===== src/rtl/icache_pkg.sv =====
// cache geometry, bus structs and controller state type, compiled before all cache RTL
`default_nettype none

package icache_pkg;

  //////////////////////////////////////////////////
  // geometry
  //////////////////////////////////////////////////

  localparam int unsigned ADDR_WIDTH   = 16;
  localparam int unsigned NUM_WAYS     = 4;
  localparam int unsigned NUM_SETS     = 16;
  localparam int unsigned LINE_WORDS   = 4;
  localparam int unsigned WORD_WIDTH   = 32;
  localparam int unsigned LINE_WIDTH   = LINE_WORDS * WORD_WIDTH;
  localparam int unsigned OFFSET_WIDTH = 2;
  localparam int unsigned INDEX_WIDTH  = 4;
  // two byte bits below the word offset
  localparam int unsigned TAG_WIDTH    = ADDR_WIDTH - INDEX_WIDTH - OFFSET_WIDTH - 2;
  localparam int unsigned WAY_WIDTH    = 2;
  // top address bit selects the uncached region
  localparam int unsigned NC_ADDR_BIT  = 15;
  localparam logic [7:0]  LFSR_SEED    = 8'hA5;

  typedef logic [WORD_WIDTH-1:0]  word_t;
  typedef logic [LINE_WIDTH-1:0]  line_t;
  typedef logic [TAG_WIDTH-1:0]   tag_t;
  typedef logic [INDEX_WIDTH-1:0] index_t;
  typedef logic [WAY_WIDTH-1:0]   way_t;

  //////////////////////////////////////////////////
  // fetch port and decoded address
  //////////////////////////////////////////////////

  typedef struct packed {
    logic                  req;
    logic [ADDR_WIDTH-1:0] addr;
  } fetch_req_t;

  typedef struct packed {
    logic                  valid;
    word_t                 word;
    logic [ADDR_WIDTH-1:0] addr;
  } fetch_rsp_t;

  typedef struct packed {
    tag_t                    tag;
    index_t                  index;
    logic [OFFSET_WIDTH-1:0] offset;
    logic                    nc;
  } line_addr_t;

  //////////////////////////////////////////////////
  // wishbone classic, one line per beat
  //////////////////////////////////////////////////

  typedef struct packed {
    logic                  cyc;
    logic                  stb;
    logic                  we;
    logic [ADDR_WIDTH-1:0] adr;
  } wb_req_t;

  typedef struct packed {
    logic  ack;
    line_t dat;
  } wb_rsp_t;

  typedef enum logic [1:0] {
    FLUSH,
    IDLE,
    LOOKUP,
    REFILL
  } ctrl_state_e;

endpackage

`default_nettype wire


===== src/rtl/icache_tag_store.sv =====
// tag and valid storage per way, hit compare and victim way choice for refills
`timescale 1ns/1ns
`default_nettype none

module icache_tag_store (
  input  logic                   clk_i,
  input  logic                   rst_ni,
  input  logic                   rd_en_i,
  input  icache_pkg::index_t     lookup_idx_i,
  input  icache_pkg::line_addr_t dec_i,
  input  logic                   fill_en_i,
  input  logic                   clr_en_i,
  input  icache_pkg::index_t     clr_idx_i,
  output logic                   hit_o,
  output icache_pkg::way_t       hit_way_o,
  output icache_pkg::way_t       victim_way_o
);

  import icache_pkg::*;

  logic [NUM_SETS-1:0][NUM_WAYS-1:0] valid_q;
  logic [NUM_WAYS-1:0] vld_rd_q;
  logic [NUM_WAYS-1:0] hit_vec;
  logic [NUM_WAYS-1:0] dup_vec;
  logic rd_q;
  logic all_valid;
  way_t inv_way;
  way_t victim_q;
  logic full_q;
  logic [7:0] lfsr_q;
  logic lfsr_fb;

  //////////////////////////////////////////////////
  // tag arrays, synchronous read
  //////////////////////////////////////////////////

  for (genvar w = 0; w < NUM_WAYS; w++) begin : gen_way
    tag_t tag_mem [NUM_SETS];
    tag_t tag_rd_q;

    always_ff @(posedge clk_i) begin
      if (fill_en_i && victim_q == way_t'(w)) begin
        tag_mem[dec_i.index] <= dec_i.tag;
      end
      if (rd_en_i) begin
        tag_rd_q <= tag_mem[lookup_idx_i];
      end
    end

    assign hit_vec[w] = vld_rd_q[w] && (tag_rd_q == dec_i.tag);
    // same tag already live in the set being filled
    assign dup_vec[w] = valid_q[dec_i.index][w] && (tag_mem[dec_i.index] == dec_i.tag);
  end

  assign hit_o     = |hit_vec;
  assign all_valid = &vld_rd_q;

  // lowest hitting way and lowest free way
  always_comb begin
    hit_way_o = '0;
    inv_way   = '0;
    for (int w = NUM_WAYS - 1; w >= 0; w--) begin
      if (hit_vec[w]) begin
        hit_way_o = way_t'(w);
      end
      if (!vld_rd_q[w]) begin
        inv_way = way_t'(w);
      end
    end
  end

  //////////////////////////////////////////////////
  // valid flags, replacement
  //////////////////////////////////////////////////

  // taps for x^8 + x^6 + x^5 + x^4 + 1
  assign lfsr_fb = lfsr_q[7] ^ lfsr_q[5] ^ lfsr_q[4] ^ lfsr_q[3];

  always_ff @(posedge clk_i or negedge rst_ni) begin
    if (!rst_ni) begin
      valid_q  <= '0;
      vld_rd_q <= '0;
      rd_q     <= 1'b0;
      victim_q <= '0;
      full_q   <= 1'b0;
      lfsr_q   <= LFSR_SEED;
    end else begin
      rd_q <= rd_en_i;
      if (rd_en_i) begin
        vld_rd_q <= valid_q[lookup_idx_i];
      end
      // flush sweep wins over a fill
      if (clr_en_i) begin
        valid_q[clr_idx_i] <= '0;
      end else if (fill_en_i) begin
        valid_q[dec_i.index][victim_q] <= 1'b1;
      end
      // victim fixed in the compare cycle, held through the refill
      if (rd_q) begin
        victim_q <= all_valid ? lfsr_q[WAY_WIDTH-1:0] : inv_way;
        full_q   <= all_valid;
      end
      if (fill_en_i && full_q) begin
        lfsr_q <= {lfsr_q[6:0], lfsr_fb};
      end
    end
  end

  assign victim_way_o = victim_q;

  //////////////////////////////////////////////////
  // checks
  //////////////////////////////////////////////////

  hit_onehot: assert property (
    @(posedge clk_i) disable iff (!rst_ni)
    rd_q |-> $onehot0(hit_vec))
    else $error("tag hit in more than one way");

  // refills only follow a miss on the same set
  no_dup_fill: assert property (
    @(posedge clk_i) disable iff (!rst_ni)
    fill_en_i |-> !(|dup_vec))
    else $error("refill would duplicate a valid tag");

endmodule

`default_nettype wire


===== config.mk =====
export PLATFORM = sky130hd
export DESIGN_NAME = icache_tag_store
export DESIGN_NICKNAME = d
export VERILOG_FILES = /design/src/rtl/icache_pkg.sv /design/src/rtl/icache_tag_store.sv
export SDC_FILE = /design/constraint.sdc
export NUM_CORES = 1
export LEC_CHECK = 0
export ABC_AREA = 1
export BUFFER_PORTS_ARGS = -buffer_cell sky130_fd_sc_hd__buf_2
export CORE_AREA = 2 2 242 244
export DETAILED_ROUTE_END_ITERATION = 6
export DIE_AREA = 0 0 244 246
export HOLD_SLACK_MARGIN = 0.1
export PLACE_DENSITY_LB_ADDON = 0.1
export SLEW_MARGIN = 10
export SYNTH_ARGS = -nofsm -noshare
export SYNTH_HDL_FRONTEND = slang
export SYNTH_SLANG_ARGS = --single-unit

===== constraint.sdc =====
create_clock -name clk_i -period 1.5 [get_ports clk_i]
set_input_delay 0.15 -clock clk_i [delete_from_list [all_inputs] [get_ports clk_i]]
set_output_delay 0.15 -clock clk_i [all_outputs]
set_load 0.02 [all_outputs]

==> metrics.md, run 1 <==
| Metric | Value |
|---|---|
| Run status | `finished, violations left` |
| Failing checks | `setup timing` |
| Worst Reg2Reg Path Length in Cells | `5` |
| Number of hold-slack violations in the final timing report | `0` |
| Width of the die | `244 microns` |
| Vias in the first global route | `about 18,000` |
| Total area of multi-input combinational cells | `around 7000 sq um` |
| Total Routed Length | `around 79,000 microns` |
| Iteration count of the initial detailed-routing pass | `7` |
| Slowest CP cell | `edfxtp_1` |
| # clock sinks | `between 600 and 700` |
| Die area | `60,000 sq um` |
| Fillers | `approximately 4,700` |
| Antenna violations before repair | `6` |
| Clock Pin Slew Worst Setup and Hold Paths | `approximately 60 ps` |
| Clock insertion delay at the later pin of the skew report | `a little over 600 ps` |
| Netlist cell types | `31` |
| Global-route wire length before repair | `115,000 microns` |
| Top cells by area in the synthesized netlist | `edfxtp_1 64%, dfrtp_1 7.4%, nor2_1 6.8%` |
| CP Launch Type | `flip-flop` |
| Worst setup path class | `reg2out` |
| Final estimated routing congestion in global placement | `0.907` |
| Final core utilization | `56.5%` |
| Vias per std cell | `~5.6` |
| GRT overflow | `0` |
| Sequential cell area fraction in the yosys report | `between 70 and 80%` |
| GRT Overall Usage | `26.1%` |
| Final critical-path required period | `around 2200 ps` |
| Number of flops mapped to enable cells by yosys | `between 500 and 600` |
| CTS tree | `built` |
| Worst setup margin | `-737 ps` |
| Fraction of registers with async set or reset after synthesis | `approximately an eighth` |
| Type of the most critical hold path | `in2reg` |
| Relative area change from synthesis to final layout | `26.3%` |
| Worst-case headroom to the max-slew limit | `55.8%` |
| Syn Inst Count | `between 2,000 and 2,500` |
| Leading cell types by count after synthesis | `544 x edfxtp_1, 462 x nor2_1, 291 x o21ai_0` |
| Critical path data required time | `between 1000 and 1500 ps` |
| Starting Density | `between 40% and 50%` |
| Final cell area excluding filler cells | `between 30,000 and 40,000 sq um` |
| Synth Flop Type | `edfxtp_1` |
| Routed wire per std cell | `roughly 24 microns` |
| Count of nets after finishing | `between 2,000 and 2,500` |
| Number of rows created at floorplan | `between 80 and 90` |
| Synthesized area divided by synthesized cell count | `~12 sq um` |
| Number of cells on the worst hold path | `6` |
| Critical Path Fanout Max | `2` |
| Master cell of the clock root buffer | `clkbuf_16` |
| Deepest clock path buffer count | `3` |
| Number of vias after detailed routing | `around 18,000` |
| Yosys warning total | `0` |
| Highest Clock Rate | `between 400 and 500 MHz` |
| Most common cell on crit path | `nand2_1` |
| Pin count of the biggest net entering global routing | `52` |
| Top Ports | `33` |
| Max-slew violation total from the final report | `0` |
| Number of buffers inserted during clock tree synthesis | `between 60 and 70` |
| Fraction of layout instances using a drive strength above 1 | `between 10% and 20%` |
| Total of flip-flops plus latches after synthesis | `about 620` |
| Netlist area before placement | `about 26,000 sq um` |
| Total power density per cell area | `about 1200 nW/um^2` |
| Count of H-tree levels built during CTS | `3` |
| Worst supply voltage drop on vdd | `0.906 mV` |
| DRC violation count after routing | `0` |
| Slowest Stage Delay on Critical Path | `520 ps` |
| Final setup violation count | `approximately 270` |
| Sum of net half-perimeters after detailed placement | `between 40,000 and 50,000 microns` |
| Cell accounting for the most synthesized area | `edfxtp_1` |
| Die Y-Extent | `approximately 250 microns` |
| Initial DRC Count | `approximately 1,700` |
| RSZ-0062 raised after global routing | `true` |
| Core Footprint | `approximately 57,000 sq um` |
| Most frequent cell after synthesis | `edfxtp_1` |
| Leak | `around 12 nW` |
| Max Cap Viol | `0` |
| Remaining number of nets flagged by the antenna check after routing | `0` |
| PortBufs | `29` |
| Share of the synthesized area in the top cell type | `roughly 64%` |
| Critical Path End Type | `output port` |
| Worst-path cell chain | `nand2_1 -> nand2_1 -> inv_1 -> nand2_1 -> nor2_1 -> nand3_1 -> nor2b_2 -> nor2_2 -> buf_6` |
| Worst clock skew | `20.3 ps` |
| Sequential cell area in the final layout | `between 15,000 and 20,000 sq um` |
| Worst Max-Slew Pin Slew | `about 660 ps` |
| Placed cell areas | `approximately 29,000 sq um` |
| Syn_nets | `2,214` |
| Final period util | `149%` |
| Arrival time of the worst setup path | `about 2100 ps` |
## path summary, 6_finish.rpt
check	start	to	slack (ps)
min in group asynchronous	rst_ni	valid_q[15]	230
max	gen_way[2].tag_rd_q[1]	hit_way_o[1]	-740
max reg2reg	victim_way_o[1]	gen_way[2].tag_mem[8][6]	-100
min reg2reg	lfsr_q[2]	lfsr_q[2]	470
max in group asynchronous	rst_ni	valid_q[38]	1020
min	clr_en_i	valid_q[15]	100
## through the flow
| step | TNS, ps | hold WS [ps] | total power, mW | worst slack, ps | cells |
|---|---|---|---|---|---|
| floorplan | -29340 | -146 | 21.4 | -114 | 2186 |
| global placement | -12240 | 130 | 23.0 | -340 | 3073 |
| detailed placement | -17800 | 139 | 23.1 | -306 | 3073 |
| CTS | -4530 | 103 | 39.8 | -728 | 3230 |
| global route | -24050 | 113 | 40.9 | -827 | 3251 |
| finish | -11660 | 100 | 39.6 | -737 | 3252 |
## worst max-delay path, delay by kind of cell (launching register included)
family	cells	cell delay, ps
buf+inv	2	180
flops	1	520
simple gates	7	750
## routing by layer
| metal | global-route usage, % | vias to the layer above | wire, microns |
|---|---|---|---|
| met5 | 0 | - | 0 |
| met3 | 3.95 | 110 | 5080 |
| met2 | 41.6 | 647 | 37100 |
| met1 | 37.5 | 9183 | 34900 |
| li1 | - | 8335 | - |
| met4 | 7.23 | 0 | 1800 |
## registers in the layout, summed over array words and instances, names as in the netlist
register and cells:
vld_rd_q 4, valid_q 64, lfsr_q 8, gen_way.tag_mem 512, victim_way_o 2, rd_q 1, full_q 1, gen_way.tag_rd_q 32
## cell families (layout without fill, tap and decap cells)
family / Yosys count / in the layout / synth area share [%]
DFF: 624 / 624 / 71.4
other: 0 / 4 / 0
buffers and inverters: 202 / 499 / 3.48
and+or+nand+nor: 879 / 879 / 13.7
AOI/OAI and AO/OA: 471 / 471 / 11.1
xor gates and xnor gates: 10 / 10 / 0.341
## power breakdown
| part | internal, mW | total [mW] | switching (mW) |
|---|---|---|---|
| Clock | 9.77 | 16.6 | 6.81 |
| Sequential | 19.3 | 19.6 | 0.270 |
| Combinational | 1.26 | 3.43 | 2.17 |
## cells in the final DEF (no fill, tap or decap), types with 73 or more instances in the layout
cell type,synthesis,layout
edfxtp_1,544,544
nor2_1,462,395
o21ai_0,291,288
nand2_1,266,264
buf_4,11,133
nand3_1,129,124
o211ai_1,100,100
buf_12,0,88
dfrtp_1,76,74
clkbuf_16,0,73
## repair_timing
item | CTS | global route
pin swaps | 25 | 30
hold buffers | 18 | 1
gates cloned | 10 | 8
setup endpoints to repair | 182 | 465
gates resized for setup | 81 | 64
setup buffers | 4 | 11
endpoints found under the hold margin | 138 | 2
## cell type report
type	count	share of cell area (%)
flip-flops and latches	624	56.6
diodes	4	0.0309
clock inverters	31	0.995
well taps	765	2.95
repair buffers	302	11.2
inverters	72	0.879
clock buffers	94	5.74
multi-input cells	1360	21.7
Note: power is estimated with default switching activity, not from simulation.
==> run 2: changes to the inputs <==
==> constraint.sdc (replaced) <==
create_clock -name clk_i -period 1.5 [get_ports clk_i]
set_input_delay 0.15 -clock clk_i [delete_from_list [all_inputs] [get_ports clk_i]]
set_output_delay 0.15 -clock clk_i [all_outputs]
set_load 0.005 [all_outputs]
==> run 2 against run 1 <==
The run still ends with setup timing left; worst hold slack about the same; non-clock buffer count decreased by 6; worst setup slack got worse by 37 ps; power decreased by 0.54%; sequential power about the same; first-iteration DRC count increased by 16%; utilization decreased by 1.3 points; combinational power decreased by 3%; sequential share of layout area increased by 1.3 points; fmax decreased by 1.6%; clock power about the same; design area decreased by 2.2%; highest routed layer is now met5.
==> metrics.md, run 2 (synthesis gave the netlist of run 1 again) <==
| Metric | Value |
|---|---|
| Run status | `finished, violations left` |
| Failing checks | `setup timing` |
| Vias per std cell | `about 5.6` |
| Most frequent standard cell in the layout excluding fill and tap cells | `edfxtp_1` |
| Final estimated routing congestion in global placement | `0.857` |
| Remaining number of nets flagged by the antenna check after routing | `0` |
| GRT Overall Usage | `a little over a quarter` |
| Max Cap Viol | `0` |
| Final cell area excluding filler cells | `roughly 32,000 sq um` |
| Commonest cells after routing, fill and taps aside | `544 x edfxtp_1, 411 x nor2_1, 290 x o21ai_0` |
| Worst setup slack after placement | `-281 ps` |
| Hold Slack | `about 100 ps` |
| GRT overflow | `0` |
| Max-slew violation total from the final report | `0` |
| Final setup violation count | `20` |
| Fillers | `4,809` |
| Worst-case headroom to the max-slew limit | `around half` |
| Critical path data required time | `about 1400 ps` |
| Starting Density | `between 40 and 50%` |
| Count of H-tree levels built during CTS | `3` |
| Type of the most critical hold path | `in2async` |
| Met2 Track Usage GR | `between 40% and 50%` |
| Number of placed instances, taps included | `about 3,000` |
| Iteration count of the initial detailed-routing pass | `5` |
| Placed cell areas | `between 20,000 and 30,000 sq um` |
| Count of nets after finishing | `2,451` |
| Global-route wire length before repair | `roughly 110,000 microns` |
| CP Launch Type | `flip-flop` |
| Number of rows created at floorplan | `88` |
| Critical Path End Type | `output port` |
| Critical Path Fanout Max | `2` |
| Antenna violations before repair | `4` |
| Total Routed Length | `~80,000 microns` |
| Registers with the most flip-flops | `gen_way.tag_mem (512), valid_q (64), gen_way.tag_rd_q (32)` |
| Width of the die | `244 microns` |
| # clock sinks | `624` |
| CTS tree | `built` |
| Worst setup margin | `-774 ps` |
| Final critical-path required period | `roughly 2300 ps` |
| Non-filler instance count after layout | `3,241` |
| Worst setup path class | `reg2out` |
| Total power density per cell area | `between 1000 and 1500 nW/um^2` |
| Summed negative setup slack over all endpoints | `-2290 ps` |
| Most used routing layer | `met2` |
| Top Ports | `33` |
| Worst clock skew | `around 16 ps` |
| Global routing met1 resource utilization | `37.9%` |
| M3 GR Usage | `4.75%` |
| Fraction of layout instances using a drive strength above 1 | `18.5%` |
| RSZ-0062 raised after global routing | `true` |
| DRC violation count after routing | `0` |
| Worst supply voltage drop on vdd | `just under 1 mV` |
| Deepest clock path buffer count | `3` |
| Number of hold-slack violations in the final timing report | `0` |
| Routed wire per std cell | `between 20 and 25 microns` |
| Final period util | `152%` |
| Flip-flop count of the largest register, all copies and words added | `between 500 and 600` |
| Die area | `about 60,000 sq um` |
| Sum of net half-perimeters after detailed placement | `about 50,000 microns` |
| Master cell of the clock root buffer | `clkbuf_16` |
| Leak | `between 10 and 15 nW` |
| Number of vias after detailed routing | `18,100` |
| Vias in the first global route | `between 15,000 and 20,000` |
| Clock Pin Slew Worst Setup and Hold Paths | `60 ps` |
| Arrival time of the worst setup path | `approximately 2100 ps` |
| Clock insertion delay at the later pin of the skew report | `about 600 ps` |
| Worst Max-Slew Pin Slew | `around 730 ps` |
| Core Footprint | `~57,000 sq um` |
| Most flop-heavy register | `gen_way.tag_mem` |
| Number of buffers inserted during clock tree synthesis | `between 60 and 70` |
| PortBufs | `29` |
| Initial DRC Count | `between 1,500 and 2,000` |
| Highest Clock Rate | `about 440 MHz` |
| Die Y-Extent | `between 200 and 250 microns` |
| Relative area change from synthesis to final layout | `23.5%` |
| Pin count of the biggest net entering global routing | `65` |
==> run 2: stage by stage <==
step	util (%)	total power [mW]
after global placement	50.3	23.0
after floorplan	-	21.4
after global routing	55.3	40.7
after detailed placement	50.3	23.0
after CTS	54.5	39.5
final	55.3	39.4
==> run 2: layout make-up <==
cell class                 instances  area (sq um)  area share (%)
sequential                       624         18300            57.8
multi-input combinational       1360          6780            21.4
timing repair buffer             296          3160            9.98
clock buffer                      95          1890            5.95
tap                              765           957            3.02
clock inverter                    28           294           0.927
inverter                          72           285           0.900
antenna                            1          2.50         0.00789
==> run 2: what timing repair did <==
action / CTS / global route
hold endpoints to repair: 121 / 0
endpoints found under the setup margin: 77 / 292
resized for setup: 20 / 90
cloned: 1 / 11
buffers inserted: 1 / 5
hold buffers: 14 / 0
pin swaps: 4 / 7
==> run 2: report_power, final <==
| part | internal [mW] | leakage, nW | switching (mW) |
|---|---|---|---|
| clock network | 9.69 | 1.05 | 6.79 |
| logic | 1.19 | 4.44 | 2.15 |
| registers | 19.3 | 5.97 | 0.248 |
==> run 2: metal layers <==
metal  vias to the layer above  share of wire, %
met3                       127               6.8
met4                         6               2.6
met2                       641                46
li1                       8314                 -
met5                         -             0.046
met1                      9044                45
==> run 2: worst paths after layout <==
check / from / end / slack (ps) / cells past startpoint
hold reg to reg: lfsr_q[2] / lfsr_q[2] / 470 / 2
max in group asynchronous: rst_ni / valid_q[16] / 300 / 3
setup / recovery: gen_way[3].tag_rd_q[2] / hit_way_o[0] / -770 / 6
min in group clk_i: dec_i[12] / gen_way[2].tag_mem[15][5] / 130 / 2
hold / removal: rst_ni / valid_q[11] / 100 / 3
setup reg to reg: victim_way_o[0] / gen_way[1].tag_mem[0][6] / -10 / 5
==> run 2: worst max-delay path: stages (launching register included) <==
cell and delay, ps:
edfxtp_1 470, xnor2_1 250, nand3_2 170, nor2_2 220, nand2_1 90, a21oi_2 170, buf_2 140
