### src/rtl/icache_pkg.sv
// cache geometry, bus structs and controller state type, compiled before all cache RTL
`default_nettype none

package icache_pkg;

  //////////////////////////////////////////////////
  // geometry
  //////////////////////////////////////////////////

  localparam int unsigned ADDR_WIDTH   = 16;
  localparam int unsigned NUM_WAYS     = 4;
  localparam int unsigned NUM_SETS     = 16;
  localparam int unsigned LINE_WORDS   = 4;
  localparam int unsigned WORD_WIDTH   = 32;
  localparam int unsigned LINE_WIDTH   = LINE_WORDS * WORD_WIDTH;
  localparam int unsigned OFFSET_WIDTH = 2;
  localparam int unsigned INDEX_WIDTH  = 4;
  // two byte bits below the word offset
  localparam int unsigned TAG_WIDTH    = ADDR_WIDTH - INDEX_WIDTH - OFFSET_WIDTH - 2;
  localparam int unsigned WAY_WIDTH    = 2;
  // top address bit selects the uncached region
  localparam int unsigned NC_ADDR_BIT  = 15;
  localparam logic [7:0]  LFSR_SEED    = 8'hA5;

  typedef logic [WORD_WIDTH-1:0]  word_t;
  typedef logic [LINE_WIDTH-1:0]  line_t;
  typedef logic [TAG_WIDTH-1:0]   tag_t;
  typedef logic [INDEX_WIDTH-1:0] index_t;
  typedef logic [WAY_WIDTH-1:0]   way_t;

  //////////////////////////////////////////////////
  // fetch port and decoded address
  //////////////////////////////////////////////////

  typedef struct packed {
    logic                  req;
    logic [ADDR_WIDTH-1:0] addr;
  } fetch_req_t;

  typedef struct packed {
    logic                  valid;
    word_t                 word;
    logic [ADDR_WIDTH-1:0] addr;
  } fetch_rsp_t;

  typedef struct packed {
    tag_t                    tag;
    index_t                  index;
    logic [OFFSET_WIDTH-1:0] offset;
    logic                    nc;
  } line_addr_t;

  //////////////////////////////////////////////////
  // wishbone classic, one line per beat
  //////////////////////////////////////////////////

  typedef struct packed {
    logic                  cyc;
    logic                  stb;
    logic                  we;
    logic [ADDR_WIDTH-1:0] adr;
  } wb_req_t;

  typedef struct packed {
    logic  ack;
    line_t dat;
  } wb_rsp_t;

  typedef enum logic [1:0] {
    FLUSH,
    IDLE,
    LOOKUP,
    REFILL
  } ctrl_state_e;

endpackage

`default_nettype wire

### src/rtl/icache_ctrl.sv
// cache controller FSM, drives flush sweep, array enables, fetch handshake and the wishbone master
`timescale 1ns/1ns
`default_nettype none

module icache_ctrl (
  input  logic                   clk_i,
  input  logic                   rst_ni,
  input  icache_pkg::fetch_req_t fetch_req_i,
  input  logic                   en_i,
  input  logic                   flush_i,
  input  icache_pkg::line_addr_t dec_i,
  input  logic                   hit_i,
  input  icache_pkg::wb_rsp_t    wb_rsp_i,
  output icache_pkg::wb_req_t    wb_req_o,
  output logic                   fetch_ready_o,
  output logic                   fetch_accept_o,
  output logic                   rd_en_o,
  output logic                   fill_en_o,
  output logic                   clr_en_o,
  output logic                   valid_o,
  output logic                   use_fill_o,
  output icache_pkg::index_t     clr_idx_o,
  output logic                   cache_en_o
);

  import icache_pkg::*;

  ctrl_state_e state_d;
  ctrl_state_e state_q;
  index_t flush_cnt_q;
  logic flush_done;
  logic flush_pend_q;
  logic cache_en_q;
  logic cyc_d;
  logic cyc_q;
  logic [ADDR_WIDTH-1:0] adr_q;
  logic ready;
  logic hit_ok;

  // turning the cache off is immediate, turning it on waits for a flush
  assign cache_en_o = cache_en_q & en_i;

  assign flush_done = (state_q == FLUSH) && (flush_cnt_q == index_t'(NUM_SETS - 1));
  assign clr_en_o   = (state_q == FLUSH);
  assign clr_idx_o  = flush_cnt_q;

  // uncached accesses reuse the miss path
  assign hit_ok = hit_i & ~dec_i.nc;

  //////////////////////////////////////////////////
  // next state
  //////////////////////////////////////////////////

  always_comb begin
    state_d    = state_q;
    ready      = 1'b0;
    valid_o    = 1'b0;
    fill_en_o  = 1'b0;
    use_fill_o = 1'b0;
    cyc_d      = cyc_q;

    unique case (state_q)
      // one set cleared per cycle
      FLUSH: begin
        if (flush_done) begin
          state_d = IDLE;
        end
      end
      // pending flush or enable goes first
      IDLE: begin
        if (flush_pend_q || (en_i && !cache_en_q)) begin
          state_d = FLUSH;
        end else begin
          ready = 1'b1;
          if (fetch_req_i.req) begin
            state_d = LOOKUP;
          end
        end
      end
      // tags compared here, hit returns and may take the next fetch
      LOOKUP: begin
        if (hit_ok) begin
          valid_o = 1'b1;
          ready   = ~flush_pend_q;
          state_d = (ready && fetch_req_i.req) ? LOOKUP : IDLE;
        end else begin
          cyc_d   = 1'b1;
          state_d = REFILL;
        end
      end
      // word comes from the bus line, written back only if cacheable
      REFILL: begin
        use_fill_o = 1'b1;
        if (wb_rsp_i.ack) begin
          valid_o   = 1'b1;
          fill_en_o = ~dec_i.nc;
          cyc_d     = 1'b0;
          state_d   = IDLE;
        end
      end
      default: begin
        state_d = FLUSH;
      end
    endcase
  end

  assign fetch_ready_o  = ready;
  assign fetch_accept_o = ready & fetch_req_i.req;
  // no array read needed while the cache is off
  assign rd_en_o        = fetch_accept_o & cache_en_o;

  //////////////////////////////////////////////////
  // registers
  //////////////////////////////////////////////////

  always_ff @(posedge clk_i or negedge rst_ni) begin
    if (!rst_ni) begin
      state_q      <= FLUSH;
      flush_cnt_q  <= '0;
      flush_pend_q <= 1'b0;
      cache_en_q   <= 1'b0;
      cyc_q        <= 1'b0;
    end else begin
      state_q      <= state_d;
      flush_cnt_q  <= (state_q == FLUSH) ? flush_cnt_q + 1'b1 : '0;
      // a flush in progress covers any earlier request
      flush_pend_q <= (flush_pend_q & (state_q != FLUSH)) | flush_i;
      cache_en_q   <= flush_done ? en_i : cache_en_o;
      cyc_q        <= cyc_d;
    end
  end

  // line address latched when the read starts
  always_ff @(posedge clk_i) begin
    if (state_q == LOOKUP && !hit_ok) begin
      adr_q <= {dec_i.tag, dec_i.index, {(OFFSET_WIDTH + 2){1'b0}}};
    end
  end

  assign wb_req_o.cyc = cyc_q;
  assign wb_req_o.stb = cyc_q;
  assign wb_req_o.we  = 1'b0;
  assign wb_req_o.adr = adr_q;

  //////////////////////////////////////////////////
  // checks
  //////////////////////////////////////////////////

  state_legal: assert property (
    @(posedge clk_i) disable iff (!rst_ni)
    state_q inside {FLUSH, IDLE, LOOKUP, REFILL})
    else $error("controller in an illegal state");

  stb_in_cyc: assert property (
    @(posedge clk_i) disable iff (!rst_ni)
    wb_req_o.stb |-> wb_req_o.cyc)
    else $error("stb without cyc");

  adr_hold: assert property (
    @(posedge clk_i) disable iff (!rst_ni)
    wb_req_o.stb && !wb_rsp_i.ack |=> $stable(wb_req_o.adr))
    else $error("wishbone address changed before ack");

endmodule

`default_nettype wire

### config.mk
export PLATFORM = sky130hd
export DESIGN_NAME = icache_ctrl
export DESIGN_NICKNAME = d
export VERILOG_FILES = /design/src/rtl/icache_pkg.sv /design/src/rtl/icache_ctrl.sv
export SDC_FILE = /design/constraint.sdc
export NUM_CORES = 1
export LEC_CHECK = 0
export BUFFER_PORTS_ARGS = -buffer_cell sky130_fd_sc_hd__buf_2
export CELL_PAD_IN_SITES_DETAIL_PLACEMENT = 1
export CELL_PAD_IN_SITES_GLOBAL_PLACEMENT = 2
export CORE_ASPECT_RATIO = 0.8
export CORE_MARGIN = 2
export CORE_UTILIZATION = 11
export CTS_CLUSTER_SIZE = 40
export DETAILED_ROUTE_END_ITERATION = 6
export PLACE_DENSITY_LB_ADDON = 0.15
export SYNTH_ARGS = -nofsm -noshare
export SYNTH_HDL_FRONTEND = slang
export SYNTH_SLANG_ARGS = --single-unit
### constraint.sdc
create_clock -name clk_i -period 2.7 [get_ports clk_i]
set_input_delay 0.27 -clock clk_i [delete_from_list [all_inputs] [get_ports clk_i]]
set_output_delay 0.27 -clock clk_i [all_outputs]
set_load 0.005 [all_outputs]
==> results of run 1 <==
==> repair_timing <==
item | in CTS | in global routing
hold endpoints to repair | 9 | 0
hold buffers | 1 | 0
gates resized for setup | 0 | 0
==> report_power, final <==
| group | switching, mW | internal, mW |
|---|---|---|
| combinational | 0.157 | 0.129 |
| sequential | 0.0439 | 0.389 |
| clock | 0.106 | 0.103 |
| total | 0.308 | 0.621 |
==> final timing paths <==
path	from	to	slack, ns
setup / recovery	state_q[0]	rd_en_o	0.59
hold / removal	dec_i[7]	adr_q[8]	0.18
setup reg to reg	state_q[0]	adr_q[11]	1.06
hold reg to reg	clr_idx_o[0]	clr_idx_o[0]	0.47
max in group asynchronous	rst_ni	cyc_q	2.12
min in group asynchronous	rst_ni	clr_idx_o[1]	0.39
==> kinds of logic after synthesis <==
logic type	count (synthesis)	synth area share
AOI/OAI and AO/OA	11	0.0930
buffers and inverters	14	0.0802
xor gates and xnor gates	2	0.0178
adders and majority gates	5	0.0637
DFF	21	0.596
muxes	2	0.0204
other	1	0.00382
and+or+nand+nor	23	0.125
==> cells in the mapped netlist <==
cell / number
a2111oi_2: 1
nor3b_1: 1
a32o_1: 1
xor2_1: 1
nor2_1: 6
nand3b_1: 1
buf_4: 7
nand3_1: 2
inv_1: 6
xnor2_1: 1
inv_2: 1
ha_1: 5
nand4_1: 1
o31ai_2: 1
and2_1: 3
mux2i_1: 2
a211oi_2: 1
nand4b_1: 1
nor2b_1: 1
edfxtp_1: 12
or2b_1: 1
o21ai_1: 1
dfrtp_1: 9
o21ai_0: 2
nand2_1: 5
conb_1: 1
a21o_1: 1
a21oi_1: 2
nor2b_2: 1
a2bb2oi_1: 1
==> per-stage QoR <==
step                      instance area [µm²]  cells
after floorplan                           997     83
after global placement                   1310    233
after detailed placement                 1310    233
after CTS                                1370    238
final                                    1370    238
after global routing                     1370    238
==> routing by layer <==
| metal | global-route usage | vias to the layer above | wire [µm] |
|---|---|---|---|
| li1 | - | 354 | - |
| met1 | 0.0648 | 339 | 1210 |
| met2 | 0.0892 | 36 | 1190 |
| met3 | 0.0236 | 2 | 219 |
| met4 | 0.00690 | 0 | 8 |
| met5 | 0 | - | 0 |
==> area by class of cell <==
cell class                 instances  share of cell area
clock inverter                     1             0.00366
timing repair buffer              46               0.172
sequential                        21               0.429
multi-input combinational         48               0.244
tap                              112               0.103
clock buffer                       3              0.0302
inverter                           7              0.0192
==> registers in the layout (all words and copies together) (netlist names) <==
register,count
adr_q,12
cache_en_q,1
clr_idx_o,4
cyc_q,1
flush_pend_q,1
state_q,2
==> critical path: cells and delay by family (launching register included) <==
family,cells,cell delay (ns)
AO/OA/AOI/OAI,1,0.45
adder cells (fa/ha/maj),1,0.23
buffers and inverters,2,0.29
flip-flops,1,0.40
AND/OR/NAND/NOR,1,0.20
==> cell usage in the layout, fill, tap and decap left out, types with 2 or more instances in the layout <==
cell	Yosys	layout
clkbuf_8	0	3
edfxtp_1	12	12
buf_2	0	45
conb_1	1	5
and2_1	3	3
inv_1	6	6
dfrtp_1	9	9
mux2i_1	2	2
a21oi_1	2	2
nor2_1	6	6
o21ai_0	2	2
nand3_1	2	2
nand2_1	5	5
ha_1	5	5
==> metrics.md, run 1 <==
| Metric | Value |
|---|---|
| Final Hold Viols | `0` |
| Vias in the first global route | `just over 700` |
| Result of the run | `completed` |
| Clock root cell | `clkbuf_8` |
| Crit-path max FO | `5` |
| Post-synth cell types | `30` |
| Sinks on the clock net | `21` |
| Portion of the clock cycle consumed by the worst path in the final layout | `0.783` |
| Synthesis Warnings | `0` |
| Slew Limit Headroom | `0.599` |
| Post-DR wirelength/cell | `approximately 11 µm` |
| Endpoint required time on the critical path | `between 2 and 2.5 ns` |
| Ordered list of cells on the worst path | `inv_1, ha_1, nand3b_1, a2111oi_2, buf_2` |
| Global-route wire length before repair | `3850 µm` |
| Inserted Diodes | `0` |
| Share of the yosys chip area belonging to registers | `0.596` |
| Path depth of the worst reg2reg path | `3` |
| Final WS setup | `0.587 ns` |
| Number of vias after detailed routing | `731` |
| Initial cell density of the core | `0.114` |
| Number of ports placed on the die boundary | `slightly below 200` |
| Clock transition time at the flip-flop clock pins of the worst setup and hold paths | `roughly 0.080 ns` |
| Highest Clock Rate | `between 400 and 500 MHz` |
| CTS buffer count | `3` |
| Floorplan row count | `30` |
| WHS Path Cells | `1` |
| Minimum hold slack | `about 0.18 ns` |
| Initial antenna violation count | `0` |
| Height of the chip | `approximately 89 µm` |
| Total GRT Usage | `0.0531` |
| Filler Cell Count | `roughly 1000` |
| Leading area contributor after synthesis | `edfxtp_1` |
| Cell with the largest stage delay on the worst path | `a2111oi_2` |
| DRC violation count after routing | `0` |
| Share of layout cells above drive strength 1 | `0.429` |
| Overall die area | `a little under 10000 µm²` |
| Count of routing violations after the opening detailed-route iteration | `13` |
| Critical Path Max Stage Delay | `roughly 0.45 ns` |
| Vias per cell | `between 3 and 4` |
| Critical setup path kind | `flip-flop to output port` |
| Cell area after technology mapping | `982 µm²` |
| Cell count after synthesis | `79` |
| Maximum number of pins on one net before global-route repair | `14` |
| Path class of the lowest-slack min-delay path | `input port to flip-flop` |
| Final Slew Violations | `0` |
| Standby leakage power | `0.612 nW` |
| Total routed wirelength | `approximately 2600 µm` |
| GR Overflow Total | `0` |
| Port buffer count | `between 40 and 50` |
| Floorplan Core Area | `around 8600 µm²` |
| Post-layout nets | `298` |
| Setup tns final | `0 ns` |
| Initial DRT Pass Iterations | `2` |
| Worst setup timing slack at the placement stage | `0.837 ns` |
| RSZ-0062 raised after global routing | `no` |
| Number of nets with antenna violations after detailed routing | `0` |
| Sort of element at the end of the critical path | `output port` |
| Detailed placement HPWL | `approximately 2200 µm` |
| Insertion delay of the later-clocked pin in the worst-skew pair | `~0.26 ns` |
| Actual transition at the worst max-transition pin | `between 0.6 and 0.7 ns` |
| CTS tree | `done` |
| Flop and latch count out of synthesis | `21` |
| Post CTS Setup Buffer Count | `0` |
| Global placement routability congestion | `0.675` |
| Worst VDD drop | `around 170 µV` |
| Data arrival time at the worst-slack endpoint | `1.84 ns` |
| Synthesized area per cell | `roughly 12 µm²` |
| Area taken by multi-input logic gates | `between 300 and 400 µm²` |
| H-tree depth | `1` |
| Area growth from synthesis to layout | `39.1%` |
| Shortest clock period the worst path allows after layout | `about 2.1 ns` |
| Worst-case clock buffer depth | `2` |
| Total power | `slightly above 0.9 mW` |
| DIE WIDTH | `110 µm` |
| Startpoint type of the worst setup path | `flip-flop` |
| Area occupied by registers | `586 µm²` |
| Utilization of the core after routing | `0.159` |
| Clock tree skew after final layout | `roughly 0.0014 ns` |
| Max-cap violations | `0` |
| Total power per unit cell area | `between 600 and 700 nW/µm²` |
| Count of final setup violators | `0` |
| Area contributors post-synth | `edfxtp_1, dfrtp_1, ha_1` |
| Top-area cell type share of the netlist area | `0.367` |
(Power assumes the default switching activity.)
==> inputs of run 2 (changes only) <==
- CORE_UTILIZATION: 11 -> 10
- clock period: 2.7 -> 2.2 ns (I/O delays scaled with it)
==> run 2 against run 1 <==
Via count increased by 2.9%. Cell count increased by 3.8%. Highest routed layer unchanged. Non-clock buffer count increased by 2. Global-route usage decreased by 0.070 points.
==> metrics.md, run 2 (synthesis gave the netlist of run 1 again) <==
| Metric | Value |
|---|---|
| Result of the run | `completed (unchanged)` |
| Total power per unit cell area | `893 nW/µm² (was 679 nW/µm²)` |
| Setup tns final | `0 ns (unchanged)` |
| Path class of the lowest-slack min-delay path | `input port to flip-flop (unchanged)` |
| Total GRT Usage | `0.0524 (was 0.0531)` |
| Worst setup slack for register-to-register paths | `0.71 ns (was 1.06 ns)` |
| Number of cells in the design after placement | `241 (was 233)` |
| Floorplan Core Area | `9610 µm² (was 8600 µm²)` |
| Portion of the clock cycle consumed by the worst path in the final layout | `0.911` |
| Port buffer count | `45 (unchanged)` |
| Clock transition time at the flip-flop clock pins of the worst setup and hold paths | `0.06 ns (was 0.08 ns)` |
| Inserted Diodes | `0 (unchanged)` |
| Filler Cell Count | `1112 (was 999)` |
| Final Non-Filler Cells | `247 (was 238)` |
| Cell with the largest stage delay on the worst path | `a2111oi_2 (unchanged)` |
| Clock root cell | `clkbuf_16 (was clkbuf_8)` |
| Most frequent standard cell in the layout excluding fill and tap cells | `buf_2 (unchanged)` |
| CTS tree | `done (unchanged)` |
| Total routed wirelength | `2750 µm (was 2630 µm)` |
| Number of nets with antenna violations after detailed routing | `0 (unchanged)` |
| Highest Clock Rate | `~500 MHz` |
| Vias in the first global route | `790 (was 725)` |
| Initial antenna violation count | `0 (unchanged)` |
| DRC violation count after routing | `0 (unchanged)` |
| Path depth of the worst reg2reg path | `6 (was 3)` |
| Count of routing violations after the opening detailed-route iteration | `39 (was 13)` |
| Number of gates resized after cts | `0 (unchanged)` |
| Cell family with the largest share of critical-path delay | `compound AO/OA/AOI/OAI gates (unchanged)` |
| Post-DR wirelength/cell | `11.1 µm (was 11.0 µm)` |
| Number of vias after detailed routing | `752 (was 731)` |
| Clock tree skew after final layout | `0.00144 ns (was 0.00136 ns)` |
| Data arrival time at the worst-slack endpoint | `1.78 ns (was 1.84 ns)` |
| Startpoint type of the worst setup path | `flip-flop (unchanged)` |
| Sinks on the clock net | `21 (unchanged)` |
| CTS buffer count | `3 (unchanged)` |
| Vias per cell | `3.04 (was 3.07)` |
| Post-layout nets | `300 (was 298)` |
| Final Hold Viols | `0 (unchanged)` |
| Insertion delay of the later-clocked pin in the worst-skew pair | `0.25 ns (was 0.26 ns)` |
| Global-route wire length before repair | `4180 µm (was 3850 µm)` |
| Initial cell density of the core | `0.102 (was 0.114)` |
| Critical setup path kind | `flip-flop to output port (unchanged)` |
| WHS Path Cells | `1 (unchanged)` |
| Floorplan row count | `32 (was 30)` |
| RSZ-0062 raised after global routing | `no (unchanged)` |
| Worst VDD drop | `178 µV (was 167 µV)` |
| Area growth from synthesis to layout | `45.0% (was 39.1%)` |
| Most frequent cells in the layout | `buf_2, edfxtp_1, dfrtp_1 (unchanged)` |
| Global placement routability congestion | `0.692 (was 0.675)` |
| Shortest clock period the worst path allows after layout | `2.00 ns` |
| Number of ports placed on the die boundary | `197 (unchanged)` |
| Reg-to-reg critical path startpoint | `state_q[1] (was state_q[0])` |
| Share of layout cells above drive strength 1 | `0.438 (was 0.429)` |
| Register containing the most flip-flops in the final layout | `adr_q (unchanged)` |
| Utilization of the core after routing | `0.148 (was 0.159)` |
| Height of the chip | `92.6 µm (was 88.5 µm)` |
| Standby leakage power | `0.637 nW (was 0.612 nW)` |
| Number of flip-flops under the largest register name | `12 (unchanged)` |
| Hold-critical path endpoint | `adr_q[13] (was adr_q[8])` |
| Count of final setup violators | `0 (unchanged)` |
| Crit-path max FO | `5 (unchanged)` |
| Initial DRT Pass Iterations | `3 (was 2)` |
| CP bufs+invs | `2 (unchanged)` |
| Endpoint required time on the critical path | `1.98 ns (was 2.43 ns)` |
| DIE WIDTH | `115 µm (was 110 µm)` |
| Beginning of the worst hold path | `dec_i[12] (was dec_i[7])` |
| Total power | `1.27 mW (was 0.928 mW)` |
| Max-cap violations | `0 (unchanged)` |
| GR Overflow Total | `0 (unchanged)` |
| Overall die area | `10600 µm² (was 9710 µm²)` |
| Ordered list of cells on the worst path | `inv_1, ha_1, nand3b_1, a2111oi_2, buf_2 (unchanged)` |
| Worst-case clock buffer depth | `2 (unchanged)` |
| Maximum number of pins on one net before global-route repair | `14 (unchanged)` |
| Final Slew Violations | `0 (unchanged)` |
| Detailed placement HPWL | `2260 µm (was 2170 µm)` |
| Sort of element at the end of the critical path | `output port (unchanged)` |
| Endpoint of the most critical register-to-register path | `state_q[1] (was adr_q[11])` |
| H-tree depth | `1 (unchanged)` |
| Critical Path Max Stage Delay | `0.44 ns (was 0.45 ns)` |
-- run 2: cell type report --
cell class,count,area [µm²],share of cell area
Tap cell,119,149,0.105
Clock inverter,1,5.00,0.00351
Clock buffer,3,75.1,0.0527
Sequential cell,21,586,0.411
Inverter,7,26.3,0.0185
Multi-Input combinational cell,48,333,0.234
Timing Repair Buffer,48,250,0.176
-- run 2: power breakdown --
group          switching, mW  internal, mW
logic                  0.191         0.159
clock network          0.144         0.244
registers             0.0540         0.478
-- run 2: worst register-to-register path, delay by kind of cell, from the launching register on --
family	cells	cell delay [ns]
adders and majority gates	1	0.17
DFF	1	0.41
muxes	1	0.11
buffers and inverters	2	0.18
AOI/OAI and AO/OA	2	0.52
-- run 2: how the worst max path moves through the flow --
stage	to	from	cells past startpoint	slack, ns
2_1_floorplan	rd_en_o	state_q[0]	4	0.78
3_3_place_gp	rd_en_o	state_q[0]	5	0.41
3_5_place_dp	rd_en_o	state_q[0]	5	0.38
4_1_cts	rd_en_o	state_q[0]	5	0.09
5_1_grt	rd_en_o	state_q[0]	5	0.04
6_report	rd_en_o	state_q[0]	5	0.20
-- run 2: routing by layer --
metal / global-route usage / wire length [µm] / up-vias
met5: 0 / 0 / -
met1: 0.0587 / 1190 / 358
met3: 0.0223 / 244 / 2
met4: 0.0151 / 15 / 0
met2: 0.0907 / 1300 / 33
li1: - / - / 359
-- run 2: timing repair --
item,4_1_cts,5_1_grt
setup endpoints to repair,0,2
hold buffers,1,0
buffers inserted,0,1
endpoints found under the hold margin,9,0
-- run 2: per-stage QoR --
step           setup WS [ns]  area, µm²  hold WS [ns]
4_1_cts               0.0882       1420         0.131
2_1_floorplan          0.780        997       -0.0756
3_3_place_gp           0.410       1330        0.0923
3_5_place_dp           0.382       1330        0.0941
5_1_grt               0.0406       1420         0.130
6_report               0.196       1420         0.139
