**src/rtl/icache_pkg.sv**
```systemverilog
// cache geometry, bus structs and controller state type, compiled before all cache RTL
`default_nettype none

package icache_pkg;

  //////////////////////////////////////////////////
  // geometry
  //////////////////////////////////////////////////

  localparam int unsigned ADDR_WIDTH   = 16;
  localparam int unsigned NUM_WAYS     = 4;
  localparam int unsigned NUM_SETS     = 16;
  localparam int unsigned LINE_WORDS   = 4;
  localparam int unsigned WORD_WIDTH   = 32;
  localparam int unsigned LINE_WIDTH   = LINE_WORDS * WORD_WIDTH;
  localparam int unsigned OFFSET_WIDTH = 2;
  localparam int unsigned INDEX_WIDTH  = 4;
  // two byte bits below the word offset
  localparam int unsigned TAG_WIDTH    = ADDR_WIDTH - INDEX_WIDTH - OFFSET_WIDTH - 2;
  localparam int unsigned WAY_WIDTH    = 2;
  // top address bit selects the uncached region
  localparam int unsigned NC_ADDR_BIT  = 15;
  localparam logic [7:0]  LFSR_SEED    = 8'hA5;

  typedef logic [WORD_WIDTH-1:0]  word_t;
  typedef logic [LINE_WIDTH-1:0]  line_t;
  typedef logic [TAG_WIDTH-1:0]   tag_t;
  typedef logic [INDEX_WIDTH-1:0] index_t;
  typedef logic [WAY_WIDTH-1:0]   way_t;

  //////////////////////////////////////////////////
  // fetch port and decoded address
  //////////////////////////////////////////////////

  typedef struct packed {
    logic                  req;
    logic [ADDR_WIDTH-1:0] addr;
  } fetch_req_t;

  typedef struct packed {
    logic                  valid;
    word_t                 word;
    logic [ADDR_WIDTH-1:0] addr;
  } fetch_rsp_t;

  typedef struct packed {
    tag_t                    tag;
    index_t                  index;
    logic [OFFSET_WIDTH-1:0] offset;
    logic                    nc;
  } line_addr_t;

  //////////////////////////////////////////////////
  // wishbone classic, one line per beat
  //////////////////////////////////////////////////

  typedef struct packed {
    logic                  cyc;
    logic                  stb;
    logic                  we;
    logic [ADDR_WIDTH-1:0] adr;
  } wb_req_t;

  typedef struct packed {
    logic  ack;
    line_t dat;
  } wb_rsp_t;

  typedef enum logic [1:0] {
    FLUSH,
    IDLE,
    LOOKUP,
    REFILL
  } ctrl_state_e;

endpackage

`default_nettype wire

```
**src/rtl/icache_decode.sv**
```systemverilog
// fetch address decode stage, holds the accepted request for the lookup and refill stages
`timescale 1ns/1ns
`default_nettype none

module icache_decode (
  input  logic                   clk_i,
  input  logic                   rst_ni,
  input  icache_pkg::fetch_req_t fetch_req_i,
  input  logic                   fetch_accept_i,
  input  logic                   cache_en_i,
  output icache_pkg::index_t     lookup_idx_o,
  output icache_pkg::line_addr_t dec_o
);

  import icache_pkg::*;

  line_addr_t dec_d;
  line_addr_t dec_q;

  // set index goes straight to the arrays, read at the accept edge
  assign lookup_idx_o = fetch_req_i.addr[OFFSET_WIDTH+2 +: INDEX_WIDTH];

  always_comb begin
    dec_d.tag    = fetch_req_i.addr[ADDR_WIDTH-1 -: TAG_WIDTH];
    dec_d.index  = lookup_idx_o;
    // byte bits are dropped, fetches are word aligned
    dec_d.offset = fetch_req_i.addr[2 +: OFFSET_WIDTH];
    // uncached region, or whole cache turned off
    dec_d.nc     = fetch_req_i.addr[NC_ADDR_BIT] | ~cache_en_i;
  end

  always_ff @(posedge clk_i or negedge rst_ni) begin
    if (!rst_ni) begin
      dec_q <= '0;
    end else if (fetch_accept_i) begin
      dec_q <= dec_d;
    end
  end

  assign dec_o = dec_q;

  //////////////////////////////////////////////////
  // checks
  //////////////////////////////////////////////////

  // word select in the data store relies on a steady offset until the next accept
  offset_hold: assert property (
    @(posedge clk_i) disable iff (!rst_ni)
    !fetch_accept_i |=> $stable(dec_o.offset))
    else $error("decoded offset changed without an accepted fetch");

endmodule

`default_nettype wire

```
**config.mk**
```make
export PLATFORM = sky130hd
export DESIGN_NAME = icache_decode
export DESIGN_NICKNAME = d
export VERILOG_FILES = /design/src/rtl/icache_pkg.sv /design/src/rtl/icache_decode.sv
export SDC_FILE = /design/constraint.sdc
export NUM_CORES = 1
export LEC_CHECK = 0
export ABC_AREA = 1
export BUFFER_PORTS_ARGS = -buffer_cell sky130_fd_sc_hd__buf_2
export CAP_MARGIN = 5
export CORE_MARGIN = 5
export CORE_UTILIZATION = 42
export DETAILED_ROUTE_END_ITERATION = 10
export HOLD_SLACK_MARGIN = 0.02
export PLACE_DENSITY = 0.78
export SLEW_MARGIN = 20
export SYNTH_ARGS = -nofsm -noshare
export SYNTH_HDL_FRONTEND = slang
export SYNTH_SLANG_ARGS = --single-unit
```
**constraint.sdc**
```tcl
create_clock -name clk_i -period 1.64 [get_ports clk_i]
set_input_delay 0.328 -clock clk_i [delete_from_list [all_inputs] [get_ports clk_i]]
set_output_delay 0.328 -clock clk_i [all_outputs]
set_load 0.02 [all_outputs]
```
==> impl_metrics.py, run 1 <==
metrics = {
    "cells_and_area": {
        "nNetsFinal": 125,
        "seqCellArea_um2": 375,
        "instances_no_fill": 118,
        "largest_reg_flops": 15,
        "multi_input_area_um2": 170,
        "area_growth_pct": 31.2,
        "antenna_cells": 0,
        "drive_gt1_frac": 0.398,
        "fillCellCount": 127,
    },
    "synthesis": {
        "synth_compound_area_frac": 0.00832,
        "synth_cell_types": 7,
        "synth_largest_area_cell": "dfrtp_1",
        "synth_most_common_cell": "nand2_1",
        "synth_area_um2": 602,
        "ys_seq_elements": 15,
        "synthTopCellsByArea": "dfrtp_1, nand2_1, buf_4, buf_6, o21ai_0",
        "yosys_warnings": 0,
        "async_reset_ff_frac": 1.00,
        "yosys.area.top_type_share": 0.624,
        "synthMuxAreaShare": 0,
        "synth_top_family_by_area": "simple AND/OR/NAND/NOR gates",
        "yosys.area_share.xor_xnor": 0,
        "synthAdderAreaFrac": 0,
        "synthSimpleGateAreaFrac": 0.274,
        "synth_seq_area_share": 0.624,
        "syn_inst": 68,
        "synth_edf_count": 0,
        "syn_avg_cell_area_um2": 8.85,
        "syn-num-nets": 89,
        "ys.flop_type": "dfrtp_1",
        "synth_common_cells": "nand2_1, dfrtp_1, buf_4",
    },
    "floorplan": {
        "rows": 13,
        "start_util": 0.451,
        "io_pins": 40,
        "dieArea_um2": 2290,
        "die_h_um": 47.9,
        "core_area_um2": 1330,
        "fp.dieW_um": 47.9,
    },
    "place": {
        "portBuffers": 36,
        "hpwl_um": 992,
        "dpl.cell_count": 113,
        "gp_congestion": 0.666,
    },
    "setup_path": {
        "end_kind": "output port",
        "critical_path_depth": 1,
        "crit_slowest_cell": "dfrtp_1",
        "crit_path_max_fanout": 2,
        "worstPathCellList": "buf_2",
        "critical_path_class": "flop to output port",
        "cp_num_buf_inv": 1,
        "ff2ff_path_depth": 2,
        "worstPathRequired_ns": 1.31,
        "max_stage_delay_ns": 0.39,
        "worstReg2RegStart": "dec_o[14]",
        "critPathLaunchType": "flop",
        "path_delay_family": "flip-flops",
        "arrival_ns": 0.83,
        "startpoint": "dec_o[7]",
    },
    "clock_tree": {
        "cts-root-buf": "clkbuf_4",
        "htreeDepth": 1,
        "cts_setup_buffers": 0,
        "insertion_delay_ns": 0.28,
        "cts_tree": "built",
        "clk_pin_slew_ns": 0.09,
        "clk_path_buf_depth": 2,
        "cts_made_buffers": 3,
        "cts_resized": 0,
        "cts_sinks": 15,
    },
    "timing": {
        "min_period_ns": 1.16,
        "fmax_mhz": 862,
        "slew_headroom": 0.776,
        "hold_viol_final": 0,
        "finalSetupViolCount": 0,
        "fin_skew_ns": 0,
        "fin_crit_sh": 0.707,
        "maxSlewViolCount": 0,
        "tns_ns": 0,
        "whs_ns": 0.242,
        "tightest_slew_ns": 0.336,
        "rsz0062_at_grt": "false",
    },
    "routing": {
        "ant_nets": 0,
        "wirelength_um": 1350,
        "firstDrtPassIters": 4,
        "drt_iter0_markers": 11,
        "post_drt_via_cell_ratio": 4.18,
        "vias": 493,
        "drc": 0,
        "drt-wirelength-per-cell_um": 11.4,
    },
    "grt": {
        "track_usage": 0.125,
        "grt_pass1_wl_um": 1950,
        "antenna_found_initial": 0,
        "grt_max_degree": 17,
        "overflow": 0,
        "first_global_vias": 458,
    },
    "min_path": {
        "hold_depth": 3,
        "hp-start": "fetch_req_i[14]",
        "hp-class": "input port to flop",
    },
    "pwr": {
        "switching_power_uw": 236,
        "p_clk_frac": 0.262,
        "comb_power_share": 0.205,
        "powerDensity_nw_per_um2": 994,
        "p_int_uw": 549,
        "p_seq_frac": 0.532,
        "peakVddDrop_uv": 545,
        "swShare": 0.301,
        "p_leak_nw": 0.487,
    },
    "status": {
        "outcome": "completed",
    },
    "run": {
        "drv_cap": 0,
    },
}
==> layout make-up <==
class | instances | share of cell area
clock inverter | 1 | 0.00634
timing repair buffer | 37 | 0.241
clock buffer | 3 | 0.0285
sequential | 15 | 0.475
multi-input combinational | 45 | 0.216
inverter | 2 | 0.00951
tap | 15 | 0.0238
==> cells by family after synthesis <==
family,Yosys count
AND/OR/NAND/NOR,44
flip-flops,15
buffers and inverters,8
AO/OA/AOI/OAI,1
==> cells in the final DEF (no fill, tap or decap) <==
master	synthesis	layout
nand2_1	44	44
buf_2	0	36
dfrtp_1	15	15
clkbuf_4	0	3
inv_2	1	1
inv_1	1	1
o21ai_0	1	1
clkinv_2	0	1
dlygate4sd3_1	0	1
==> final timing paths <==
| kind | end | slack [ns] |
|---|---|---|
| max in group asynchronous | dec_o[12] | 0.90 |
| min in group asynchronous | dec_o[0] | 0.48 |
| max reg2reg | dec_o[14] | 1.01 |
| min | dec_o[13] | 0.24 |
| max | dec_o[7] | 0.48 |
| min reg2reg | dec_o[10] | 0.47 |
==> power groups by stage <==
stage | combinational, mW | sequential (mW) | clock (mW)
after detailed placement | 0.162 | 0.426 | 0
after global placement | 0.158 | 0.424 | 0
final | 0.161 | 0.418 | 0.206
after global routing | 0.177 | 0.421 | 0.229
after floorplan | 0.0540 | 0.468 | 0
after CTS | 0.164 | 0.418 | 0.215
==> timing repair <==
item | CTS | global route
setup endpoints to repair | 0 | 0
endpoints found under the hold margin | 15 | 0
hold buffers | 1 | 0
==> per-layer routing <==
layer | track usage | wire, µm | vias up | part of all wire
met5 | 0 | 0 | - | 0
met4 | 0.0645 | 23 | 0 | 0.017
met3 | 0.0338 | 81 | 2 | 0.060
met2 | 0.211 | 666 | 14 | 0.49
met1 | 0.144 | 575 | 208 | 0.43
li1 | - | - | 269 | -
==> metrics by stage <==
step	instance area [µm²]	total power, mW	worst slack, ns	util
2_1_floorplan	602	0.522	0.850	-
6_report	790	0.785	0.480	0.592
4_1_cts	790	0.797	0.467	0.592
3_3_place_gp	752	0.582	0.592	0.564
3_5_place_dp	752	0.587	0.576	0.564
5_1_grt	790	0.828	0.437	0.592
Power figures use the tool's default switching activity.
==> inputs of run 2 (changes only) <==
--- a/config.mk
+++ b/config.mk
@@ -9,10 +9,10 @@
 export BUFFER_PORTS_ARGS = -buffer_cell sky130_fd_sc_hd__buf_2
 export CAP_MARGIN = 5
 export CORE_MARGIN = 5
-export CORE_UTILIZATION = 42
+export CORE_UTILIZATION = 35
 export DETAILED_ROUTE_END_ITERATION = 10
 export HOLD_SLACK_MARGIN = 0.02
-export PLACE_DENSITY = 0.78
+export PLACE_DENSITY = 0.7
 export SLEW_MARGIN = 20
 export SYNTH_ARGS = -nofsm -noshare
 export SYNTH_HDL_FRONTEND = slang
==> constraint.sdc (replaced) <==
create_clock -name clk_i -period 0.94 [get_ports clk_i]
set_input_delay 0.188 -clock clk_i [delete_from_list [all_inputs] [get_ports clk_i]]
set_output_delay 0.188 -clock clk_i [all_outputs]
set_load 0.02 [all_outputs]
==> impl_metrics.py, run 2 (synthesis gave the netlist of run 1 again) <==
metrics = {
    "routing": {
        "post_drt_via_cell_ratio": 4.36,
        "drc": 0,
        "drt_iter0_markers": 15,
        "drt-wirelength-per-cell_um": 11.6,
        "wirelength_um": 1500,
        "vias": 563,
        "firstDrtPassIters": 4,
        "ant_nets": 0,
    },
    "timing": {
        "min_period_ns": 1.03,
        "fin_skew_ns": 0,
        "tightest_slew_ns": 0.327,
        "fin_crit_sh": 1.09,
        "slew_headroom": 0.782,
        "fmax_mhz": 975,
        "maxSlewViolCount": 0,
        "finalSetupViolCount": 15,
        "finalWorstSetupSlack_ns": -0.0858,
        "whs_ns": 0.101,
        "rsz0062_at_grt": "true",
        "hold_viol_final": 0,
    },
    "cells_and_area": {
        "largest_reg_flops": 15,
        "nNetsFinal": 134,
        "drive_gt1_frac": 0.446,
        "antenna_cells": 0,
        "final_cell_area_um2": 953,
        "area_growth_pct": 58.4,
        "final_cell_mix": "nand2_1, buf_2, dfrtp_1, buf_6, buf_4",
        "final_common_cell": "nand2_1",
        "fillCellCount": 164,
    },
    "clock_tree": {
        "cts-root-buf": "clkbuf_4",
        "htreeDepth": 1,
        "cts_made_buffers": 3,
        "clk_path_buf_depth": 2,
        "cts_sinks": 15,
        "insertion_delay_ns": 0.28,
        "clk_pin_slew_ns": 0.09,
        "cts_tree": "built",
    },
    "floorplan": {
        "die_h_um": 51.5,
        "core_area_um2": 1690,
        "io_pins": 40,
        "start_util": 0.356,
        "fp.dieW_um": 51.5,
        "dieArea_um2": 2650,
        "rows": 15,
    },
    "setup_path": {
        "critPathLaunchType": "flop",
        "max_stage_delay_ns": 0.41,
        "crit_path_max_fanout": 2,
        "worstPathCellList": "buf_6",
        "end_kind": "output port",
        "critical_path_class": "flop to output port",
        "worstReg2RegStart": "dec_o[5]",
        "startpoint": "dec_o[5]",
        "cp_num_buf_inv": 1,
        "arrival_ns": 0.84,
        "crit_slowest_cell": "dfrtp_1",
        "path_delay_family": "flip-flops",
        "worstPathRequired_ns": 0.75,
    },
    "place": {
        "gp_congestion": 0.646,
        "place_area_um2": 762,
        "portBuffers": 36,
        "hpwl_um": 1020,
    },
    "grt": {
        "antenna_found_initial": 0,
        "overflow": 0,
        "track_usage": 0.124,
        "grt_max_degree": 17,
        "grt_pass1_wl_um": 2350,
        "first_global_vias": 522,
    },
    "min_path": {
        "hp-class": "input port to flop",
        "hp-start": "fetch_req_i[14]",
    },
    "pwr": {
        "powerDensity_nw_per_um2": 1570,
        "peakVddDrop_uv": 629,
        "p_leak_nw": 0.559,
        "p_total_mw": 1.50,
    },
    "status": {
        "violations": "negative setup slack",
        "outcome": "finished with violations",
    },
    "run": {
        "drv_cap": 0,
    },
}
[run 2: cell types whose count changed in the layout (fill, tap and decap cells not counted)]
cell   change
buf_6     +15
buf_4      +9
buf_2     -15
[run 2: metal layers]
layer	part of all wire	GRT usage	up-vias	wire length (µm)
met5	0	0	-	0
met4	0.030	0.0917	0	45
met3	0.074	0.0262	5	110
met2	0.49	0.199	25	737
met1	0.40	0.143	246	602
li1	-	-	287	-
[run 2: repair_timing]
| item | in CTS | in global routing |
|---|---|---|
| buffers inserted | 1 | 7 |
| setup endpoints to repair | 15 | 15 |
| resized for setup | 30 | 0 |
| hold buffers | 1 | 0 |
| endpoints found under the hold margin | 15 | 0 |
| gates cloned | 0 | 0 |
[run 2: layout make-up]
type	count	area (µm²)	share of cell area
clock buffer	3	22.5	0.0236
timing repair buffer	46	352	0.369
inverter	2	7.51	0.00787
sequential	15	375	0.394
clock inverter	1	5.00	0.00525
multi-input combinational	45	170	0.178
tap	17	21.3	0.0223
[run 2: path summary, 6_finish.rpt]
| path | to | slack (ns) | cells past startpoint |
|---|---|---|---|
| max | dec_o[5] | -0.09 | 1 |
| min | dec_o[13] | 0.10 | 3 |
| max reg2reg | dec_o[5] | 0.19 | 3 |
| min reg2reg | dec_o[8] | 0.50 | 2 |
| max in group asynchronous | dec_o[12] | 0.37 | 2 |
| min in group asynchronous | dec_o[1] | 0.32 | 2 |
[run 2: stage by stage]
step                      setup slack (ns)   util  setup TNS, ns  cells
after global routing                -0.123  0.564          -1.49    129
final                              -0.0858  0.564         -0.968    129
after floorplan                      0.238      -              0     68
after CTS                          -0.0881  0.533          -1.16    122
after detailed placement             0.118  0.451              0    116
after global placement               0.132  0.451              0    116
[run 2: report_power, final]
| group | internal [mW] | total, mW | switching (mW) |
|---|---|---|---|
| clock | 0.158 | 0.359 | 0.201 |
| combinational | 0.203 | 0.398 | 0.195 |
| sequential | 0.702 | 0.744 | 0.0417 |
==> inputs of run 3 (changes only) <==
--- a/config.mk
+++ b/config.mk
@@ -6,13 +6,15 @@
 export NUM_CORES = 1
 export LEC_CHECK = 0
 export ABC_AREA = 1
-export BUFFER_PORTS_ARGS = -buffer_cell sky130_fd_sc_hd__buf_2
 export CAP_MARGIN = 5
-export CORE_MARGIN = 5
-export CORE_UTILIZATION = 35
+export CORE_AREA = 5 5 42 44
+export CTS_CLUSTER_DIAMETER = 150
 export DETAILED_ROUTE_END_ITERATION = 10
+export DIE_AREA = 0 0 47 49
+export DONT_BUFFER_PORTS = 1
 export HOLD_SLACK_MARGIN = 0.02
-export PLACE_DENSITY = 0.7
+export MAX_ROUTING_LAYER = met4
+export PLACE_DENSITY = 0.6
 export SLEW_MARGIN = 20
 export SYNTH_ARGS = -nofsm -noshare
 export SYNTH_HDL_FRONTEND = slang
==> impl_metrics.py, run 3 (synthesis gave the netlist of run 1 again) <==
metrics = {
    "pwr": {
        "swShare": 0.283,
        "p_seq_frac": 0.632,
        "switching_power_uw": 370,
        "p_int_uw": 936,
        "p_clk_frac": 0.274,
        "powerDensity_nw_per_um2": 1780,
        "peakVddDrop_uv": 1000,
        "comb_power_share": 0.094,
        "p_leak_nw": 0.381,
    },
    "setup_path": {
        "ff2ff_path_depth": 2,
        "regToRegSetupSlack_ns": 0.22,
        "endpoint": "dec_o[7]",
        "critical_path_depth": 0,
        "crit_path_max_fanout": 2,
        "startpoint": "dec_o[7]",
        "critical_path_class": "flop to output port",
        "arrival_ns": 0.74,
        "worst_r2r_endpoint": "dec_o[14]",
        "worstReg2RegStart": "dec_o[14]",
        "critPathLaunchType": "flop",
        "worstPathRequired_ns": 0.75,
        "end_kind": "output port",
    },
    "timing": {
        "min_period_ns": 0.925,
        "finalSetupViolCount": 0,
        "rsz0062_at_grt": "true",
        "maxSlewViolCount": 0,
        "slew_headroom": 0.561,
        "hold_viol_final": 0,
        "fin_skew_ns": 0,
        "tightest_slew_ns": 0.659,
        "fmax_mhz": 1080,
        "fin_crit_sh": 0.984,
    },
    "routing": {
        "drt_iter0_markers": 10,
        "ant_nets": 0,
        "drc": 0,
        "firstDrtPassIters": 4,
        "drt-wirelength-per-cell_um": 14.2,
        "wirelength_um": 1320,
        "vias": 434,
        "post_drt_via_cell_ratio": 4.67,
    },
    "run": {
        "drv_cap": 0,
    },
    "cells_and_area": {
        "final_cell_mix": "nand2_1, dfrtp_2, dlygate4sd3_1, clkbuf_4, dlymetal6s4s_1",
        "final_common_cell": "nand2_1",
        "antenna_cells": 0,
        "area_growth_pct": 21.8,
        "instances_no_fill": 93,
        "nNetsFinal": 99,
        "final_cell_area_um2": 733,
        "largest_reg_flops": 15,
        "drive_gt1_frac": 0.247,
        "final_util": 0.523,
    },
    "grt": {
        "grt_pass1_wl_um": 2150,
        "antenna_found_initial": 0,
        "first_global_vias": 472,
        "track_usage": 0.132,
        "grt_max_degree": 17,
        "overflow": 0,
    },
    "clock_tree": {
        "clk_pin_slew_ns": 0.09,
        "cts-root-buf": "clkbuf_4",
        "insertion_delay_ns": 0.27,
        "clk_path_buf_depth": 2,
        "cts_made_buffers": 3,
        "cts_tree": "built",
        "cts_sinks": 15,
        "htreeDepth": 1,
    },
    "floorplan": {
        "die_h_um": 49,
        "io_pins": 40,
        "dieArea_um2": 2300,
        "rows": 14,
        "fp.dieW_um": 47,
        "core_area_um2": 1400,
        "start_util": 0.429,
    },
    "status": {
        "outcome": "completed",
    },
    "min_path": {
        "hp-class": "input port to async pin",
    },
    "place": {
        "dpl.cell_count": 78,
        "place_area_um2": 573,
        "portBuffers": 0,
        "gp_congestion": 0.602,
        "hpwl_um": 805,
    },
}
==> run 3: layer usage <==
metal | vias to the layer above | GRT usage | wire, µm
met3 | 0 | 0.0517 | 166
met1 | 191 | 0.156 | 513
met5 | - | - | 0
li1 | 215 | - | -
met4 | 0 | 0.0553 | 0
met2 | 28 | 0.195 | 643
==> run 3: cell type report <==
class | instances | area (µm²)
Clock buffer | 4 | 26.3
Fill cell | 129 | 668
Inverter | 2 | 7.51
Multi-Input combinational cell | 45 | 170
Sequential cell | 15 | 394
Tap cell | 16 | 20.0
Timing Repair Buffer | 11 | 115
==> run 3: how the worst min path moves through the flow <==
stage / end / depth (start not counted) / slack, ns
5_1_grt: dec_o[13] / 2 / 0.02
4_1_cts: dec_o[11] / 2 / 0.02
3_5_place_dp: dec_o[12] / 0 / -0.11
6_report: dec_o[12] / 1 / 0.001
3_3_place_gp: dec_o[12] / 0 / -0.11
2_1_floorplan: dec_o[0] / 0 / -0.11
==> run 3: power by group through the flow <==
stage / Sequential, mW / Clock [mW] / Combinational, mW
CTS: 0.824 / 0.374 / 0.118
global route: 0.836 / 0.414 / 0.145
global placement: 0.827 / 0 / 0.0650
finish: 0.826 / 0.358 / 0.123
detailed placement: 0.828 / 0 / 0.0682
floorplan: 0.816 / 0 / 0.0942
==> run 3: what timing repair did <==
action | in CTS | in global routing
setup endpoints to repair | 11 | 37
gates resized for setup | 11 | 6
setup buffers | 0 | 0
hold buffers | 9 | 2
hold endpoints to repair | 25 | 2
==> run 3: metrics by stage <==
stage          worst slack, ns  total power, mW  hold slack (ns)  TNS [ns]
6_report                0.0146             1.31          0.00122         0
5_1_grt                -0.0244             1.40           0.0198    -0.295
4_1_cts                0.00115             1.32           0.0206         0
3_5_place_dp             0.199            0.896           -0.107         0
3_3_place_gp             0.207            0.892           -0.107         0
2_1_floorplan            0.238            0.910           -0.108         0
